$ cat src/common/tex_cfg_pkg.sv
`default_nettype none

package tex_cfg_pkg;

    localparam int NUM_LANES  = 4;
    localparam int NUM_TEXELS = 4;
    localparam int ADDR_W     = 32;
    localparam int DATA_W     = 32;
    // word address drops the byte offset bits
    localparam int WADDR_W    = ADDR_W - 2;

    localparam int BANK_WORDS = 256;
    localparam int BANK_AW    = 8;
    // output queue slots, also the credits per bank
    localparam int BANK_DEPTH = 4;
    localparam int BANKQ_PW   = $clog2(BANK_DEPTH);
    localparam int CREDIT_W   = $clog2(BANK_DEPTH + 1);

    localparam int REQQ_DEPTH = 2;
    localparam int REQQ_PW    = $clog2(REQQ_DEPTH);
    localparam int REQQ_CW    = $clog2(REQQ_DEPTH + 1);

    localparam int INFO_W     = 8;
    // 0 byte, 1 halfword, 2 word
    localparam int LGSTRIDE_W = 2;
    localparam int TIDX_W     = 2;

endpackage

`default_nettype wire

$ cat src/common/tex_types_pkg.sv
`default_nettype none

package tex_types_pkg;
    import tex_cfg_pkg::*;

    // same returned word, picked apart by texel size
    typedef union packed {
        logic [DATA_W-1:0] word;
        logic [3:0][7:0]   bytes;
        logic [1:0][15:0]  halves;
    } texel_word_u;

    // one request as it sits in the request queue
    typedef struct packed {
        logic [NUM_TEXELS-1:0][NUM_LANES-1:0][WADDR_W-1:0] waddr;
        logic [NUM_TEXELS-1:0][NUM_LANES-1:0][1:0]         boff;
        logic [NUM_LANES-1:0]                              tmask;
        logic                                              filter;
        logic [LGSTRIDE_W-1:0]                             lgstride;
        logic [NUM_TEXELS-1:0]                             dup;
        logic [INFO_W-1:0]                                 info;
    } tex_req_t;

endpackage

`default_nettype wire

$ cat src/common/tex_bank_rsp_if.sv
`timescale 1ns/1ns
`default_nettype none

interface tex_bank_rsp_if;
    import tex_cfg_pkg::*;

    // each bank drives its own lane
    wire [NUM_LANES-1:0]             valid;
    wire [NUM_LANES-1:0][DATA_W-1:0] data;
    wire [NUM_LANES-1:0][TIDX_W-1:0] tidx;
    // pop drains the head and hands a credit back to issue
    logic [NUM_LANES-1:0]            pop;

    modport bank (output valid, data, tidx, input pop);

    modport merge (input valid, data, tidx, output pop);

    modport credit (input pop);

endinterface

`default_nettype wire

$ cat src/tex_mem/tex_rsp_merge.sv
`timescale 1ns/1ns
`default_nettype none

module tex_rsp_merge (
    input  wire                                  clk,
    input  wire                                  reset,
    tex_bank_rsp_if.merge                        bank_rsp,
    input  wire                                  head_valid,
    input  wire tex_types_pkg::tex_req_t         head,
    output logic                                 head_done,
    output logic                                 rsp_valid,
    input  wire                                  rsp_ready,
    output logic [tex_cfg_pkg::NUM_LANES-1:0]    rsp_tmask,
    output logic [tex_cfg_pkg::NUM_LANES-1:0][tex_cfg_pkg::NUM_TEXELS-1:0]
                 [tex_cfg_pkg::DATA_W-1:0]       rsp_data,
    output logic [tex_cfg_pkg::INFO_W-1:0]       rsp_info
);
    import tex_cfg_pkg::*;
    import tex_types_pkg::*;

    logic [TIDX_W-1:0]                                 tidx;
    logic [NUM_LANES-1:0]                              need;
    logic [NUM_LANES-1:0]                              lane_ready;
    logic                                              is_last;
    logic                                              stall_out;
    logic                                              fire;
    logic [NUM_LANES-1:0][DATA_W-1:0]                  texel;
    logic [NUM_LANES-1:0][NUM_TEXELS-1:0][DATA_W-1:0]  acc;

    // a duplicate texel only waits on lane 0
    always_comb begin
        need = head.tmask;
        if (head.dup[tidx]) begin
            need[NUM_LANES-1:1] = '0;
        end
        for (int l = 0; l < NUM_LANES; l++) begin
            lane_ready[l] = !need[l] || (bank_rsp.valid[l] && (bank_rsp.tidx[l] == tidx));
        end
    end

    assign is_last   = (tidx == (head.filter ? TIDX_W'(NUM_TEXELS - 1) : TIDX_W'(0)));
    assign stall_out = rsp_valid && !rsp_ready;
    assign fire      = head_valid && (&lane_ready) && !stall_out;
    assign head_done = fire && is_last;

    assign bank_rsp.pop = {NUM_LANES{fire}} & need;

    // realign to the texel size, zero-extended
    always_comb begin
        texel_word_u rdata;
        logic [1:0]  off;
        for (int l = 0; l < NUM_LANES; l++) begin
            rdata.word = head.dup[tidx] ? bank_rsp.data[0] : bank_rsp.data[l];
            off        = head.boff[tidx][l];
            case (head.lgstride)
                LGSTRIDE_W'(0): texel[l] = DATA_W'(rdata.bytes[off]);
                LGSTRIDE_W'(1): texel[l] = DATA_W'(rdata.halves[off[1]]);
                default:        texel[l] = rdata.word;
            endcase
            if (!head.tmask[l]) begin
                texel[l] = '0;
            end
        end
    end

    always_ff @(posedge clk) begin
        if (reset) begin
            tidx <= '0;
        end else if (fire) begin
            tidx <= is_last ? '0 : tidx + 1'b1;
        end
    end

    always_ff @(posedge clk) begin
        if (fire) begin
            for (int l = 0; l < NUM_LANES; l++) begin
                acc[l][tidx] <= texel[l];
            end
        end
    end

    always_ff @(posedge clk) begin
        if (reset) begin
            rsp_valid <= 1'b0;
        end else if (!stall_out) begin
            rsp_valid <= head_done;
        end
    end

    // last texel bypasses the accumulator
    always_ff @(posedge clk) begin
        if (head_done) begin
            rsp_tmask <= head.tmask;
            rsp_info  <= head.info;
            for (int l = 0; l < NUM_LANES; l++) begin
                for (int t = 0; t < NUM_TEXELS; t++) begin
                    if (TIDX_W'(t) == tidx) begin
                        rsp_data[l][t] <= texel[l];
                    end else if (head.filter) begin
                        rsp_data[l][t] <= acc[l][t];
                    end else begin
                        rsp_data[l][t] <= '0;
                    end
                end
            end
        end
    end

endmodule

`default_nettype wire

$ cat src/flat_wrapper.sv
// flat-port wrapper written by rule: the top's interface ports become plain ports
module tex_rsp_merge_flat import tex_cfg_pkg::*; import tex_types_pkg::*;
  (clk, reset, head_valid, head, head_done, rsp_valid, rsp_ready, rsp_tmask, rsp_data, rsp_info, bank_rsp_valid, bank_rsp_data, bank_rsp_tidx, bank_rsp_pop);
  tex_bank_rsp_if bank_rsp_i ();
  input  wire clk;
  input  wire reset;
  input  wire head_valid;
  input  wire tex_types_pkg::tex_req_t head;
  output logic head_done;
  output logic rsp_valid;
  input  wire rsp_ready;
  output logic [tex_cfg_pkg::NUM_LANES-1:0] rsp_tmask;
  output logic [tex_cfg_pkg::NUM_LANES-1:0][tex_cfg_pkg::NUM_TEXELS-1:0]
                 [tex_cfg_pkg::DATA_W-1:0] rsp_data;
  output logic [tex_cfg_pkg::INFO_W-1:0] rsp_info;
  input wire logic [$bits(bank_rsp_i.valid)-1:0] bank_rsp_valid;
  input wire logic [$bits(bank_rsp_i.data)-1:0] bank_rsp_data;
  input wire logic [$bits(bank_rsp_i.tidx)-1:0] bank_rsp_tidx;
  output wire logic [$bits(bank_rsp_i.pop)-1:0] bank_rsp_pop;
  assign bank_rsp_i.valid = bank_rsp_valid;
  assign bank_rsp_i.data = bank_rsp_data;
  assign bank_rsp_i.tidx = bank_rsp_tidx;
  assign bank_rsp_pop = bank_rsp_i.pop;
  tex_rsp_merge u_core (.clk(clk), .reset(reset), .bank_rsp(bank_rsp_i), .head_valid(head_valid), .head(head), .head_done(head_done), .rsp_valid(rsp_valid), .rsp_ready(rsp_ready), .rsp_tmask(rsp_tmask), .rsp_data(rsp_data), .rsp_info(rsp_info));
endmodule
$ cat config.mk
export PLATFORM = sky130hd
export DESIGN_NAME = tex_rsp_merge_flat
export DESIGN_NICKNAME = d
export VERILOG_FILES = /design/src/common/tex_cfg_pkg.sv /design/src/common/tex_types_pkg.sv /design/src/common/tex_bank_rsp_if.sv /design/src/tex_mem/tex_rsp_merge.sv /design/src/flat_wrapper.sv
export SDC_FILE = /design/constraint.sdc
export NUM_CORES = 1
export LEC_CHECK = 0
export BUFFER_PORTS_ARGS = -buffer_cell sky130_fd_sc_hd__clkbuf_2
export CELL_PAD_IN_SITES_DETAIL_PLACEMENT = 1
export CELL_PAD_IN_SITES_GLOBAL_PLACEMENT = 1
export CORE_AREA = 2 2 467 469
export DETAILED_ROUTE_END_ITERATION = 6
export DIE_AREA = 0 0 469 471
export GPL_ROUTABILITY_DRIVEN = 0
export PLACE_DENSITY = 0.5
export SLEW_MARGIN = 20
export SYNTH_ARGS = -nofsm -noshare
export SYNTH_HDL_FRONTEND = slang
export SYNTH_SLANG_ARGS = --single-unit
$ cat constraint.sdc
create_clock -name clk -period 70 [get_ports clk]
set_input_delay 14 -clock clk [delete_from_list [all_inputs] [get_ports clk]]
set_output_delay 14 -clock clk [all_outputs]
set_load 0.02 [all_outputs]
## Yosys cells after proc, flatten, opt, wreduce, memory -nomap -nowiden

Index checks and enable logic that the tools add are counted.

- Bits in registers: 1039
- Logic and storage cells: 151
- Output and inout port bits: 530

- Reductions and logical operators: 22
- Mux-type cells: 72
- Add/subtract/negate cells: 1
- Magnitude comparators: 10
- Bitwise operators: 1
- Equality and inequality tests: 9

Operator list:

| cell | count |
|---|---|
| $mux W32 | 40 |
| $bwmux W128 | 4 |
| $pmux W32 S2 | 4 |
| $mux W16 | 8 |
| $bmux W8 S2 | 5 |
| $demux W32 S2 | 1 |
| $mux W8 | 5 |
| $lt A2 B3 Y1 const B | 5 |
| $eq A2 B2 Y1 | 5 |
| $logic_and A1 B1 Y1 | 9 |
| $lt A1 B2 Y1 const B | 4 |
| $logic_not A1 Y1 | 6 |
| $and A4 B4 Y4 | 1 |
| $eq A2 B2 Y1 const A | 2 |
| $logic_not A2 Y1 | 2 |
| $logic_or A1 B1 Y1 | 4 |
| $mux W2 | 2 |
| $reduce_and A4 Y1 | 1 |
| $mux W3 | 1 |
| $add A2 B1 Y2 const B | 1 |
| $bmux W1 S2 | 1 |
| $eq A1 B2 Y1 const A | 1 |
| $eq A2 B1 Y1 const B | 1 |
| $ge A2 B1 Y1 const B | 1 |
| $mux W1 | 1 |

## Depth between registers and ports, before layout

- Word-level depth: 9
- Gate-level depth with buffers: 10
- Depth with buffers taken out: 5

## Least setup slack after synthesis

OpenSTA, ideal clock, no wires.

- Path type: input-to-output
- Start: input port head[11] (netlist bit)
- End: output port head_done
- Required time: 56.000 ns
- Data arrival time: 50.645 ns
- Cell stages on the path: 6
- Slack: 5.355 ns
- Path through: mux2i_1 > mux2_2 > buf_2 > buf_1 > o31a_1 > nor3_1

- Longest elaborated chain between the ends: 9
- Elaborated cells on any way between the ends: 13
- Classes of those cells: 3 x mux; 10 x reduce/logical

RTL lines:

| item | RTL line | text |
|---|---|---|
| from (decl) | flat_wrapper.sv:8 | `input wire tex_types_pkg::tex_req_t head;` |
| $bmux W1 S2 * | tex_rsp_merge.sv:33 | `if (head.dup[tidx]) begin` |
| $mux W1 (not written as such) * | tex_rsp_merge.sv:33 |  |
| $mux W3 * | tex_rsp_merge.sv:33 |  |
| $logic_not A1 Y1 | tex_rsp_merge.sv:37 | `lane_ready[l] = !need[l] \|\| (bank_rsp.valid[l] && (bank_rsp.tidx[l] == tidx));` |
| $logic_or A1 B1 Y1 | tex_rsp_merge.sv:37 |  |
| $reduce_and A4 Y1 * | tex_rsp_merge.sv:43 | `assign fire = head_valid && (&lane_ready) && !stall_out;` |
| $logic_and A1 B1 Y1 * (2 in a row) | tex_rsp_merge.sv:43 |  |
| $logic_and A1 B1 Y1 * | tex_rsp_merge.sv:44 | `assign head_done = fire && is_last;` |
| to (decl) | flat_wrapper.sv:9 | `output logic head_done;` |

Mark *: on every way between the ends. The rest lies on a longest branch, timed or not. The select of a mux whose other input is x is not followed.

## Final worst setup path

- Start: input port head[17] (netlist bit)
- End: output port head_done

- Longest elaborated chain between the ends: 7

RTL lines:

| item | RTL line |
|---|---|
| $mux W3 | tex_rsp_merge.sv:33 |
| $logic_not A1 Y1 | tex_rsp_merge.sv:37 |
| $logic_or A1 B1 Y1 | tex_rsp_merge.sv:37 |
| $reduce_and A4 Y1 | tex_rsp_merge.sv:43 |
| $logic_and A1 B1 Y1 (2 in a row) | tex_rsp_merge.sv:43 |
| $logic_and A1 B1 Y1 | tex_rsp_merge.sv:44 |

Every way passes these cells.

==> results_dict.tcl <==
set metrics [dict create \
    skew_ns 0.0510 \
    synth.area.top_cells "edfxtp_1, mux2i_1, a22o_1, nand2_1, clkbuf_1" \
    cts_hold_buf 0 \
    viasPerCell 4.21 \
    grt_overflow 0 \
    endpoint_kind "output pin" \
    fmax_mhz 33.0 \
    die_h_um 471 \
    vias 26200 \
    power_density_nw_per_um2 27.3 \
    numPortBuffers 724 \
    path_cells "clkbuf_2 > inv_1 > a31oi_1 > o31a_1 > buf_4 > nor3_2 > clkbuf_2" \
    cts-root-buf "clkbuf_16" \
    p_leak_nw 19.3 \
    post_cts_buffers 0 \
    die-area_um2 221000 \
    timing.rr.end "u_core.rsp_data[475]" \
    regToRegSetupSlack_ns 63.06 \
    h-tree-depth 3 \
    synth-seq-area-share_pct 74.9 \
    track_usage_pct 16.8 \
    crit_path_top_delay_cell "nor3_2" \
    fin_crit_ns 30.34 \
    ys_types 48 \
    hold_depth 1 \
    final_cells 6229 \
    path_class "in -> out" \
    setup_viol 0 \
    rr_startpoint "u_core.tidx[0]" \
    cp_max_fo 11 \
    dpl.cell_count 5993 \
    clk_pin_slew_ns 0.06 \
    drive_above_1_share_pct 31.0 \
    coreArea_um2 216000 \
    most-common-layout-cells "edfxtp_1, clkbuf_2, mux2i_1, a22o_1, nand2_1" \
    reg2regPathDepth 13 \
    synth_top_area_share_pct 74.8 \
    final_nets 3933 \
    drcViolationCount 0 \
    layout_setup_ws_ns 39.66 \
    drtAntennaViolNets 0 \
    critPathArrivalTime_ns 16.34 \
    yosysTopAreaCell "edfxtp_1" \
    vdd_drop_max_v 0.0000192 \
    grt_pass1_wl_um 249000 \
    finalHoldViolations 0 \
    drv_cap 0 \
    cts_tree "yes" \
    pre_cts_ws_ns 39.58 \
    cts_buffer_depth 3 \
    slew_headroom_pct 18.0 \
    syn_to_final_growth_pct 25.9 \
    final.setup.tns_ns 0 \
    slew_viol_final 0 \
    drtIter0Drc 1887 \
    die_w_um 469 \
    hold_path_end "u_core.rsp_data[283]" \
    final_common_cell "edfxtp_1" \
    ctsResizeCount 0 \
    grt_pass1_vias 26200 \
    ys_seq_elements 1039 \
    rsz0062_at_grt "no" \
    outcome "completed" \
    grt_max_degree 154 \
    cts_buffers 113 \
    crit_path_frequent_cell "clkbuf_2" \
    yosysWarnings 0 \
    syn_avg_cell_area_um2 16.5 \
    hp-class "reg -> reg" \
    start_kind "input pin" \
    synth_ff_type "edfxtp_1" \
    antenna_found_initial 85 \
    initial_core_util_pct 19.3 \
    netlist_area_um2 41600 \
    slowest_delay_ns 0.75 \
    fin_crit_sh_pct 43.3 \
    syn_inst 2529 \
    clock-sinks 1039 \
    synth_edf_count 1036 \
    dr.pass1.iters 7 \
    max_slew.worst_pin.slew_ns 1.23 \
    cp_data_required_time_ns 56.00 \
    syn-num-nets 3208 \
    clk_latency_ns 0.75 \
    row_count 171 \
    post-dp-hpwl_um 142000 \
    worstHoldStart "u_core.acc[283]" \
    async_flop_share_pct 0 \
    io_pins 1205 \
    routed_wl_um 193000 \
    wire_per_inst_um 30.9 \
]
[per-layer routing]
layer	wire (um)	GRT usage (%)	vias up	part of all wire, %
met5	62	0	-	0.032
met4	5730	5.85	12	3.0
met3	15400	5.35	298	8.0
met2	90000	27.0	1047	47
met1	81400	21.2	13500	42
li1	-	-	11400	-
[critical path, delay by kind of cell]
kind	cells	cell delay [ns]
buf+inv	4	1.12
simple gates	1	0.75
compound gates	2	0.42
[kinds of logic (layout without fill, tap and decap cells)]
group           after synthesis  count (layout)  share of synthesized area [%]
mux                         339             339                           8.40
fa+ha+maj                     4               4                          0.120
buf+inv                     247            1058                           2.45
compound gates              492             492                           9.79
xor+xnor                      8               8                          0.168
other cells                   0              35                              0
simple gates                400             400                           4.15
flops                      1039            1039                           74.9
[state kept, by name, indices dropped and copies added (netlist names)]
register	count
u_core.rsp_tmask	4
u_core.rsp_data	512
u_core.tidx	2
u_core.rsp_valid	1
u_core.rsp_info	8
u_core.acc	512
[synth_stat cells (all sizes together) (6+ instances only)]
master and count:
edfxtp 1036, o2111ai 18, xnor2 8, inv 54, buf 28, nand2 262, clkbuf 165, mux2 10
a221oi 10, a22o 320, mux4 6, o221ai 7, nor2 32, mux2i 323, and2 9, nor2b 7
o21ai 38, nand3 33, nand2b 26, a21oi 77, and3 22
[per-stage QoR]
stage               power [mW]  hold WS, ns  utilization, %  area [um2]
global placement         0.865        0.494            22.5       48700
CTS                       1.45        0.524            24.2       52300
detailed placement       0.866        0.501            22.6       48700
finish                    1.43        0.514            24.2       52400
global route              1.48        0.538            24.2       52400
floorplan                0.810        0.512               -       41600
[area by class of cell]
type                    instances  area [um2]
diodes                         35        87.6
clock buffers                 139        2950
repair buffers                803        4270
flip-flops and latches       1039       31200
well taps                    2854        3570
multi-input cells            1243        9560
inverters                      54         203
fillers                     23600      164000
clock inverters                62         569
[report_power, final]
group	internal, mW	switching, mW	total, mW
logic	0.0366	0.102	0.139
registers	0.705	0.00596	0.711
clock network	0.325	0.255	0.580
[how the worst max path moves through the flow]
stage | startpoint | slack, ns | cells past startpoint | end
final | head[17] | 39.66 | 7 | head_done
after global routing | head[18] | 39.52 | 8 | head_done
after CTS | head[18] | 39.58 | 8 | head_done
after detailed placement | head[18] | 39.58 | 8 | head_done
after global placement | head[18] | 39.58 | 8 | head_done
after floorplan | head[11] | 5.35 | 6 | head_done
No activity file was read; power rests on OpenSTA's default activity.
