## src/common/tex_cfg_pkg.sv

```systemverilog
`default_nettype none

package tex_cfg_pkg;

    localparam int NUM_LANES  = 4;
    localparam int NUM_TEXELS = 4;
    localparam int ADDR_W     = 32;
    localparam int DATA_W     = 32;
    // word address drops the byte offset bits
    localparam int WADDR_W    = ADDR_W - 2;

    localparam int BANK_WORDS = 256;
    localparam int BANK_AW    = 8;
    // output queue slots, also the credits per bank
    localparam int BANK_DEPTH = 4;
    localparam int BANKQ_PW   = $clog2(BANK_DEPTH);
    localparam int CREDIT_W   = $clog2(BANK_DEPTH + 1);

    localparam int REQQ_DEPTH = 2;
    localparam int REQQ_PW    = $clog2(REQQ_DEPTH);
    localparam int REQQ_CW    = $clog2(REQQ_DEPTH + 1);

    localparam int INFO_W     = 8;
    // 0 byte, 1 halfword, 2 word
    localparam int LGSTRIDE_W = 2;
    localparam int TIDX_W     = 2;

endpackage

`default_nettype wire

```

## src/common/tex_types_pkg.sv

```systemverilog
`default_nettype none

package tex_types_pkg;
    import tex_cfg_pkg::*;

    // same returned word, picked apart by texel size
    typedef union packed {
        logic [DATA_W-1:0] word;
        logic [3:0][7:0]   bytes;
        logic [1:0][15:0]  halves;
    } texel_word_u;

    // one request as it sits in the request queue
    typedef struct packed {
        logic [NUM_TEXELS-1:0][NUM_LANES-1:0][WADDR_W-1:0] waddr;
        logic [NUM_TEXELS-1:0][NUM_LANES-1:0][1:0]         boff;
        logic [NUM_LANES-1:0]                              tmask;
        logic                                              filter;
        logic [LGSTRIDE_W-1:0]                             lgstride;
        logic [NUM_TEXELS-1:0]                             dup;
        logic [INFO_W-1:0]                                 info;
    } tex_req_t;

endpackage

`default_nettype wire

```

## src/common/tex_bank_req_if.sv

```systemverilog
`timescale 1ns/1ns
`default_nettype none

interface tex_bank_req_if;
    import tex_cfg_pkg::*;

    // no ready, issue only raises valid while it holds a credit
    logic [NUM_LANES-1:0]              valid;
    logic [NUM_LANES-1:0][WADDR_W-1:0] addr;
    logic [TIDX_W-1:0]                 tidx;

    modport issue (
        output valid, addr, tidx
    );

    modport bank (
        input valid, addr, tidx
    );

endinterface

`default_nettype wire

```

## src/common/tex_bank_rsp_if.sv

```systemverilog
`timescale 1ns/1ns
`default_nettype none

interface tex_bank_rsp_if;
    import tex_cfg_pkg::*;

    // each bank drives its own lane
    wire [NUM_LANES-1:0]             valid;
    wire [NUM_LANES-1:0][DATA_W-1:0] data;
    wire [NUM_LANES-1:0][TIDX_W-1:0] tidx;
    // pop drains the head and hands a credit back to issue
    logic [NUM_LANES-1:0]            pop;

    modport bank (output valid, data, tidx, input pop);

    modport merge (input valid, data, tidx, output pop);

    modport credit (input pop);

endinterface

`default_nettype wire

```

## src/tex_mem/tex_req_issue.sv

```systemverilog
`timescale 1ns/1ns
`default_nettype none

module tex_req_issue (
    input  wire                                            clk,
    input  wire                                            reset,
    input  wire                                            req_valid,
    output logic                                           req_ready,
    input  wire [tex_cfg_pkg::NUM_LANES-1:0]               req_tmask,
    input  wire                                            req_filter,
    input  wire [tex_cfg_pkg::LGSTRIDE_W-1:0]              req_lgstride,
    input  wire [tex_cfg_pkg::NUM_LANES-1:0][tex_cfg_pkg::ADDR_W-1:0] req_baseaddr,
    input  wire [tex_cfg_pkg::NUM_LANES-1:0][tex_cfg_pkg::NUM_TEXELS-1:0]
                [tex_cfg_pkg::ADDR_W-1:0]                  req_addr,
    input  wire [tex_cfg_pkg::INFO_W-1:0]                  req_info,
    tex_bank_req_if.issue                                  bank_req,
    tex_bank_rsp_if.credit                                 bank_rsp,
    output logic                                           head_valid,
    output tex_types_pkg::tex_req_t                        head,
    input  wire                                            head_done
);
    import tex_cfg_pkg::*;
    import tex_types_pkg::*;

    tex_req_t             new_req;
    tex_req_t             reqq [REQQ_DEPTH];
    logic [REQQ_PW-1:0]   wr_ptr;
    logic [REQQ_PW-1:0]   rd_ptr;
    logic [REQQ_CW-1:0]   count;
    logic                 push;

    logic [TIDX_W-1:0]    tidx;
    logic                 texels_done;
    logic [NUM_LANES-1:0] sent_mask;
    logic [NUM_LANES-1:0] need;
    logic [NUM_LANES-1:0] has_credit;
    logic [NUM_LANES-1:0] fire;
    logic                 issue_active;
    logic                 texel_sent;
    logic                 last_sent;
    logic [CREDIT_W-1:0]  credit [NUM_LANES];

    always_comb begin
        logic [ADDR_W-1:0] full;
        for (int t = 0; t < NUM_TEXELS; t++) begin
            for (int l = 0; l < NUM_LANES; l++) begin
                full = req_baseaddr[l] + req_addr[l][t];
                new_req.waddr[t][l] = full[ADDR_W-1:2];
                new_req.boff[t][l]  = full[1:0];
            end
        end
        // duplicate when every active lane reads lane 0's word
        for (int t = 0; t < NUM_TEXELS; t++) begin
            new_req.dup[t] = req_tmask[0];
            for (int l = 1; l < NUM_LANES; l++) begin
                if (req_tmask[l] && (new_req.waddr[t][l] != new_req.waddr[t][0])) begin
                    new_req.dup[t] = 1'b0;
                end
            end
        end
        new_req.tmask    = req_tmask;
        new_req.filter   = req_filter;
        new_req.lgstride = req_lgstride;
        new_req.info     = req_info;
    end

    assign push       = req_valid && req_ready;
    assign req_ready  = (count != REQQ_CW'(REQQ_DEPTH));
    assign head_valid = (count != '0);
    assign head       = reqq[rd_ptr];

    always_ff @(posedge clk) begin
        if (push) begin
            reqq[wr_ptr] <= new_req;
        end
    end

    always_ff @(posedge clk) begin
        if (reset) begin
            wr_ptr <= '0;
            rd_ptr <= '0;
            count  <= '0;
        end else begin
            if (push) begin
                wr_ptr <= wr_ptr + 1'b1;
            end
            if (head_done) begin
                rd_ptr <= rd_ptr + 1'b1;
            end
            count <= count + REQQ_CW'(push) - REQQ_CW'(head_done);
        end
    end

    // texel walk over the queue head
    assign issue_active = head_valid && !texels_done;

    always_comb begin
        need = head.tmask & ~sent_mask;
        if (head.dup[tidx]) begin
            need[NUM_LANES-1:1] = '0;
        end
        for (int l = 0; l < NUM_LANES; l++) begin
            has_credit[l] = (credit[l] != '0);
        end
    end

    assign fire       = {NUM_LANES{issue_active}} & need & has_credit;
    assign texel_sent = issue_active && ((need & ~has_credit) == '0);
    assign last_sent  = texel_sent &&
                        (tidx == (head.filter ? TIDX_W'(NUM_TEXELS - 1) : TIDX_W'(0)));

    assign bank_req.valid = fire;
    assign bank_req.addr  = head.waddr[tidx];
    assign bank_req.tidx  = tidx;

    always_ff @(posedge clk) begin
        if (reset) begin
            tidx        <= '0;
            sent_mask   <= '0;
            texels_done <= 1'b0;
        end else begin
            if (texel_sent) begin
                sent_mask <= '0;
                tidx      <= last_sent ? '0 : tidx + 1'b1;
            end else begin
                sent_mask <= sent_mask | fire;
            end
            // hold off until the merger frees the head
            if (head_done) begin
                texels_done <= 1'b0;
            end else if (last_sent) begin
                texels_done <= 1'b1;
            end
        end
    end

    always_ff @(posedge clk) begin
        for (int l = 0; l < NUM_LANES; l++) begin
            if (reset) begin
                credit[l] <= CREDIT_W'(BANK_DEPTH);
            end else begin
                credit[l] <= credit[l] - CREDIT_W'(fire[l]) + CREDIT_W'(bank_rsp.pop[l]);
            end
        end
    end

endmodule

`default_nettype wire

```

## src/flat_wrapper.sv

```systemverilog
// flat-port wrapper written by rule: the top's interface ports become plain ports
module tex_req_issue_flat import tex_cfg_pkg::*; import tex_types_pkg::*;
  (clk, reset, req_valid, req_ready, req_tmask, req_filter, req_lgstride, req_baseaddr, req_addr, req_info, head_valid, head, head_done, bank_req_valid, bank_req_addr, bank_req_tidx, bank_rsp_pop);
  tex_bank_req_if bank_req_i ();
  tex_bank_rsp_if bank_rsp_i ();
  input  wire clk;
  input  wire reset;
  input  wire req_valid;
  output logic req_ready;
  input  wire [tex_cfg_pkg::NUM_LANES-1:0] req_tmask;
  input  wire req_filter;
  input  wire [tex_cfg_pkg::LGSTRIDE_W-1:0] req_lgstride;
  input  wire [tex_cfg_pkg::NUM_LANES-1:0][tex_cfg_pkg::ADDR_W-1:0] req_baseaddr;
  input  wire [tex_cfg_pkg::NUM_LANES-1:0][tex_cfg_pkg::NUM_TEXELS-1:0]
                [tex_cfg_pkg::ADDR_W-1:0] req_addr;
  input  wire [tex_cfg_pkg::INFO_W-1:0] req_info;
  output logic head_valid;
  output tex_types_pkg::tex_req_t head;
  input  wire head_done;
  output wire logic [$bits(bank_req_i.valid)-1:0] bank_req_valid;
  output wire logic [$bits(bank_req_i.addr)-1:0] bank_req_addr;
  output wire logic [$bits(bank_req_i.tidx)-1:0] bank_req_tidx;
  input wire logic [$bits(bank_rsp_i.pop)-1:0] bank_rsp_pop;
  assign bank_req_valid = bank_req_i.valid;
  assign bank_req_addr = bank_req_i.addr;
  assign bank_req_tidx = bank_req_i.tidx;
  assign bank_rsp_i.pop = bank_rsp_pop;
  tex_req_issue u_core (.clk(clk), .reset(reset), .req_valid(req_valid), .req_ready(req_ready), .req_tmask(req_tmask), .req_filter(req_filter), .req_lgstride(req_lgstride), .req_baseaddr(req_baseaddr), .req_addr(req_addr), .req_info(req_info), .bank_req(bank_req_i), .bank_rsp(bank_rsp_i), .head_valid(head_valid), .head(head), .head_done(head_done));
endmodule
```

## config.mk

```make
export PLATFORM = sky130hd
export DESIGN_NAME = tex_req_issue_flat
export DESIGN_NICKNAME = d
export VERILOG_FILES = /design/src/common/tex_cfg_pkg.sv /design/src/common/tex_types_pkg.sv /design/src/common/tex_bank_req_if.sv /design/src/common/tex_bank_rsp_if.sv /design/src/tex_mem/tex_req_issue.sv /design/src/flat_wrapper.sv
export SDC_FILE = /design/constraint.sdc
export NUM_CORES = 2
export LEC_CHECK = 0
export BUFFER_PORTS_ARGS = -buffer_cell sky130_fd_sc_hd__buf_2
export CAP_MARGIN = 20
export CORE_AREA = 2 2 508 510
export CTS_BUF_LIST = sky130_fd_sc_hd__clkbuf_4 sky130_fd_sc_hd__clkbuf_8
export CTS_CLUSTER_DIAMETER = 40
export CTS_CLUSTER_SIZE = 10
export DETAILED_ROUTE_END_ITERATION = 7
export DIE_AREA = 0 0 510 512
export GPL_TIMING_DRIVEN = 0
export HOLD_SLACK_MARGIN = 0.06
export PLACE_DENSITY = 0.52
export SETUP_SLACK_MARGIN = 0.2
export SLEW_MARGIN = 20
export SYNTH_ARGS = -nofsm -noshare
export SYNTH_HDL_FRONTEND = slang
export SYNTH_SLANG_ARGS = --single-unit
```

## constraint.sdc

```tcl
create_clock -name clk -period 29.3 [get_ports clk]
set_input_delay 1.465 -clock clk [delete_from_list [all_inputs] [get_ports clk]]
set_output_delay 1.465 -clock clk [all_outputs]
set_load 0.05 [all_outputs]
```

After elaboration in Yosys (flattened, before gate mapping)
Memories as Yosys holds them, arrays and structs flattened. A register that Yosys moved wholly into a read port is not among the register bits.
Index checks and enable logic that the tools add are counted.
{"block": "word_totals", "register_bits": 11, "mem_bits_rw": 1074, "in_bits": 663, "output_inout_bits": 659, "wordCells": 118, "mem_count": 2}
{"block": "classes", "addsub": 29, "n_lt_le_gt_ge": 1, "eq_ne": 14, "muxes": 30, "bitwise": 11, "reduce_logical": 25}
{"memory": "u_core.reqq", "depth": 2, "width": 531, "read_ports": 1, "rd_clocked_by_memory_dff": 1, "write_ports": 1, "line": "tex_req_issue.sv:26", "text": "tex_req_t reqq [REQQ_DEPTH];"}
{"memory": "u_core.credit", "depth": 4, "width": 3, "read_ports": 4, "rd_clocked_by_memory_dff": 0, "write_ports": 4, "line": "tex_req_issue.sv:41", "text": "logic [CREDIT_W-1:0] credit [NUM_LANES];"}
{"operator": "adder 32 bit", "count": 16}
{"operator": "inequality test 30 bit", "count": 12}
{"operator": "binary-select mux 120 bit (select 2 bit)", "count": 1}
{"operator": "2-to-1 mux 120 bit", "count": 1}
{"operator": "2-to-1 mux 1 bit", "count": 20}
{"operator": "bitwise AND 4 bit", "count": 4}
{"operator": "logical AND 1 bit", "count": 16}
{"operator": "2-to-1 mux 3 bit", "count": 5}
{"operator": "adder 3 x 1 -> 3 bit", "count": 4}
{"operator": "nonzero test 3 bit", "count": 4}
{"operator": "subtractor 3 x 1 -> 3 bit", "count": 4}
{"operator": "inverter 4 bit", "count": 2}
{"operator": "zero test 4 bit", "count": 1}
{"operator": "2-to-1 mux 2 bit", "count": 2}
{"operator": "bitwise OR 1 bit", "count": 4}
{"operator": "bitwise OR 4 bit", "count": 1}
{"operator": "OR reduction 2 bit", "count": 2}
{"operator": "< comparator 2 x 3 -> 1 bit (second input constant)", "count": 1}
{"operator": "adder 1 bit (second input constant)", "count": 2}
{"operator": "adder 2 x 1 -> 2 bit", "count": 1}
{"operator": "adder 2 x 1 -> 2 bit (second input constant)", "count": 1}
{"operator": "binary-select mux 1 bit (select 2 bit)", "count": 1}
{"operator": "equality test 2 bit", "count": 1}
{"operator": "inequality test 2 bit (second input constant)", "count": 1}
{"operator": "3 further kinds", "count": 3}

Logic depth before layout (Yosys ltp)
{"block": "logic_depth", "word_depth": 8, "ltp_mapped": 16, "ltp_nobuf": 16}

Worst setup path after synthesis
OpenSTA, ideal clock, no wires.
{"block": "synth_timing", "path_kind": "input to register", "from": "input req_valid", "to": "memory u_core.reqq[0][0] (netlist name) (enable)", "setup_time_ns": 1.441, "t_arrival_ns": 23.525, "t_required_ns": 27.859, "setup_slack_ns": 4.334, "cell_stages": 2, "path_buffers": 0, "cell_sequence": "nand2_1 -> nor2_1"}
{"block": "synth_between", "elab_chain_cells": 3}
{"item": "from (decl)", "line": "flat_wrapper.sv:8", "text": "input wire req_valid;"}
{"item": "logical AND 1 bit", "line": "tex_req_issue.sv:67", "text": "assign push = req_valid && req_ready;"}
{"item": "2-to-1 mux 1 bit", "line": "tex_req_issue.sv:73", "text": "if (push) begin"}
{"item": "2-to-1 mux 1 bit (not written as such)", "line": "tex_req_issue.sv:74", "text": "reqq[wr_ptr] <= new_req;"}
{"item": "to (decl)", "line": "tex_req_issue.sv:26"}
Every way passes these cells.

==> metrics.md <==
| Metric | Value |
|---|---|
| Nets | 8924 |
| DRC | 0 |
| Cells on worst reg2reg path | 14 |
| Area of the multi-input gates | 38800 um^2 |
| First-pass GRT wire length | 536 mm |
| Die area | 261000 um^2 |
| P per Cell Area | 88.8 nW/um^2 |
| Lkg Pwr | 35.8 nW |
| Count leader, synth | edfxtp_1 |
| Clock Latency Late Sink | 990 ps |
| Area delta synth->final | 28.0% |
| Final antenna-violating net count | 0 |
| Combinational fraction of design power | 50.2% |
| P_int | 0.00431 W |
| Asr flop ratio synth | 0% |
| Sequential standard cell area | 32400 um^2 |
| Distinct cell type count of the synthesized netlist | 89 |
| Switch Pwr | 0.00380 W |
| Final std cells w/o fill | 11400 |
| Drt wl/cell | 36.7 um |
| Total gr overflow | 0 |
| Main combinational cell family by area after synthesis | compound AO/OA/AOI/OAI gates |
| CTS max path bufs | 3 |
| Fin Clk Skew | 84.6 ps |
| CTS Sinks | 1086 |
| Critical path capture point type | register |
| # IOs | 1322 |
| Hold Buf Count CTS | 0 |
| Pre-CTS setup slack | 21430 ps |
| CTS clk-pin slew, worst paths | 70 ps |
| Area share of fa/ha/maj cells after synthesis | 9.43% |
| Crit Path Max Fanout | 8 |
| MaxCap Viol Count | 0 |
| Dpl hpwl | 360 mm |
| Port bufs | 1321 |
| Starting density of the core | 27.9% |
| Fmax | 0.142 GHz |
| H-tree depth | 4 |
| Crit Path Class | in -> reg |
| First DRT Iteration DRCs | 6057 |
| Endpoints failing hold | 0 |
| Crit start category | primary input |
| Total GRT Usage | 30.8% |
| Hold depth | 1 |
| Min-delay worst type | reg -> reg |
| Vias/cell | 5.47 |
| Final Cycle Share | 24.0% |
| Outcome | finished clean |
| Post-synth top cells | edfxtp_1 (1062), mux2_2 (528), xnor2_1 (521), ha_1 (506), a21oi_1 (452) |
| Mux contribution to synthesized area | 12.3% |
| DR vias | 62300 |
| Root Buffer | clkbuf_8 |
| Sequential Power Share | 27.2% |
| Period minus WS final | 7040 ps |
| Critical path arrival | 7830 ps |
| Primary FF master, synth | edfxtp_1 |
| Post-CTS Setup Inserts | 0 |
| Share of cells above drive strength 1 | 34.3% |
| Std cell rows | 186 |
| Top cells by area, synth | edfxtp_1 (45%), ha_1 (8.9%), mux2_2 (8.3%) |
| Number of global-route vias before repair | 60800 |
| Clock Power Share | 22.6% |
| Die Wd | 510 um |
| TritonCTS Buffers | 211 |
| Number of synthesized flops with an enable pin | 1062 |
| DP Cell Count | 10900 |
| Syn_nets | 7225 |
| Synth Area in Compound Gates | 12.9% |
| Fill cells | 25500 |
| Synth Area in Simple Gates | 8.05% |
| Largest net degree at the start of global routing | 48 |
| Die height | 512 um |
| Seq cells post-synth | 1086 |
| CTS tree | built |
| TNS Setup | 0 ps |
| Cell taking the most area after synthesis | edfxtp_1 |
| Cell area after synthesis | 71300 um^2 |
| Final setup vio count | 0 |
| Drt first pass iters | 5 |
| RSZ-0062 raised after global routing | false |
| Ys Warns | 0 |
| Synth Instances | 6036 |
| Routability cong. | 0.990 |
| Core box area | 256000 um^2 |
| Top-area cell type share of the netlist area | 44.7% |
| Post-Synth XOR/XNOR Area | 10.2% |
| Setup slack after layout | 22260 ps |
| Relative slew slack | 16.9% |
| Maximum vdd drop | 0.0765 mV |
| Seq/Total Area, Yosys | 45.4% |
| Synthesized area per cell | 11.8 um^2 |
| Worst Tran Pin Value | 1240 ps |
| Post-Route WL | 418 mm |
| Final slew viol count | 0 |
| CP required | 30080 ps |
| Initial antenna violation count | 151 |
| Cells resized by post-CTS repair | 0 |
| Sw Ratio | 46.8% |
==> worst paths after layout <==
| path | start | slack [ps] | endpoint |
|---|---|---|---|
| min | u_core.sent_mask[2]$_SDFF_PP0_ | 470 | u_core.sent_mask[2]$_SDFF_PP0_ |
| min reg2reg | u_core.sent_mask[2]$_SDFF_PP0_ | 470 | u_core.sent_mask[2]$_SDFF_PP0_ |
| max | req_baseaddr[0] | 22260 | u_core.reqq[1][11]$_DFFE_PP_ |
| max reg2reg | register | 24960 | u_core.credit[0][2]$_SDFF_PP1_ |
==> cell usage in the layout, fill, tap and decap left out, types with 49 or more instances in the layout <==
| master | synthesis | routed |
|---|---|---|
| buf_2 | 1 | 1327 |
| a21o_1 | 205 | 205 |
| xor2_1 | 306 | 263 |
| mux2_2 | 528 | 528 |
| and3_1 | 50 | 49 |
| buf_6 | 0 | 80 |
| o21a_1 | 58 | 58 |
| o21ai_0 | 254 | 253 |
| nor2_1 | 288 | 283 |
| nand4_1 | 102 | 102 |
| mux4_2 | 121 | 121 |
| a21oi_1 | 452 | 451 |
| xnor2_1 | 521 | 457 |
| diode_2 | 0 | 77 |
| inv_1 | 152 | 152 |
| nor3_1 | 96 | 96 |
| edfxtp_1 | 1062 | 1062 |
| a31oi_1 | 60 | 59 |
| nand2_1 | 295 | 295 |
| ha_1 | 506 | 506 |
| xnor2_2 | 0 | 64 |
| clkbuf_1 | 159 | 127 |
| clkbuf_8 | 0 | 211 |
| nand3_1 | 118 | 118 |
| a211oi_1 | 55 | 55 |
==> critical path, stage by stage <==
cell      delay (ps)
buf_2            150
ha_1             270
fa_1             440
a21o_1           260
a221oi_2         490
nor3_1           210
o211ai_1         470
a21oi_1          180
o21ai_0          820
and2_1           230
clkbuf_1         780
nor2_1           130
or4_4            550
nor4_2           290
a41oi_1          570
a211oi_2         490
==> area by class of cell <==
type | instances | share of cell area [%]
well taps | 3384 | 4.64
plain buffers | 175 | 0.774
diodes | 77 | 0.211
clock inverters | 170 | 2.26
flip-flops and latches | 1086 | 35.4
clock buffers | 229 | 3.33
repair buffers | 1486 | 10.3
multi-input cells | 4623 | 42.4
inverters | 152 | 0.625
==> per-layer routing <==
layer / routed length, um / up-vias / GRT usage (%) / share of wire, %
met1: 164000 / 31400 / 37.4 / 39
met4: 23900 / 82 / 15.6 / 5.7
li1: - / 26700 / - / -
met3: 31800 / 744 / 6.36 / 7.6
met2: 198000 / 3291 / 51.4 / 47
met5: 506 / - / 0 / 0.12
==> registers in the layout (all words and copies together), names as in the netlist, named ones only <==
| name | cells |
|---|---|
| u_core.wr_ptr | 1 |
| u_core.texels_done | 1 |
| u_core.count | 2 |
| u_core.reqq | 1062 |
| u_core.credit | 12 |
| u_core.rd_ptr | 1 |
| u_core.sent_mask | 4 |
| u_core.bank_req.tidx | 2 |
==> metrics by stage <==
stage	util [%]	cell area, um^2	hold WS (ps)	total power [W]
2_1_floorplan	-	71300	441	0.00487
3_3_place_gp	32.1	82200	449	0.00644
3_5_place_dp	33.6	86000	456	0.00628
4_1_cts	35.6	91100	471	0.00814
5_1_grt	35.7	91200	486	0.00836
6_report	35.7	91300	469	0.00811
==> power groups by stage <==
| stage | logic (W) | clock network (W) | registers, W |
|---|---|---|---|
| 2_1_floorplan | 0.00243 | 0 | 0.00244 |
| 3_3_place_gp | 0.00382 | 0 | 0.00262 |
| 5_1_grt | 0.00420 | 0.00193 | 0.00223 |
| 4_1_cts | 0.00407 | 0.00187 | 0.00220 |
| 3_5_place_dp | 0.00405 | 0 | 0.00223 |
| 6_report | 0.00407 | 0.00184 | 0.00220 |
==> cells by family after synthesis <==
group                    count (synthesis)
AND/OR/NAND/NOR                       1175
AO/OA/AOI/OAI                         1433
flip-flops                            1086
adder cells (fa/ha/maj)                526
buffers and inverters                  327
multiplexers                           659
XOR/XNOR                               830
Power figures use the tool's default switching activity.
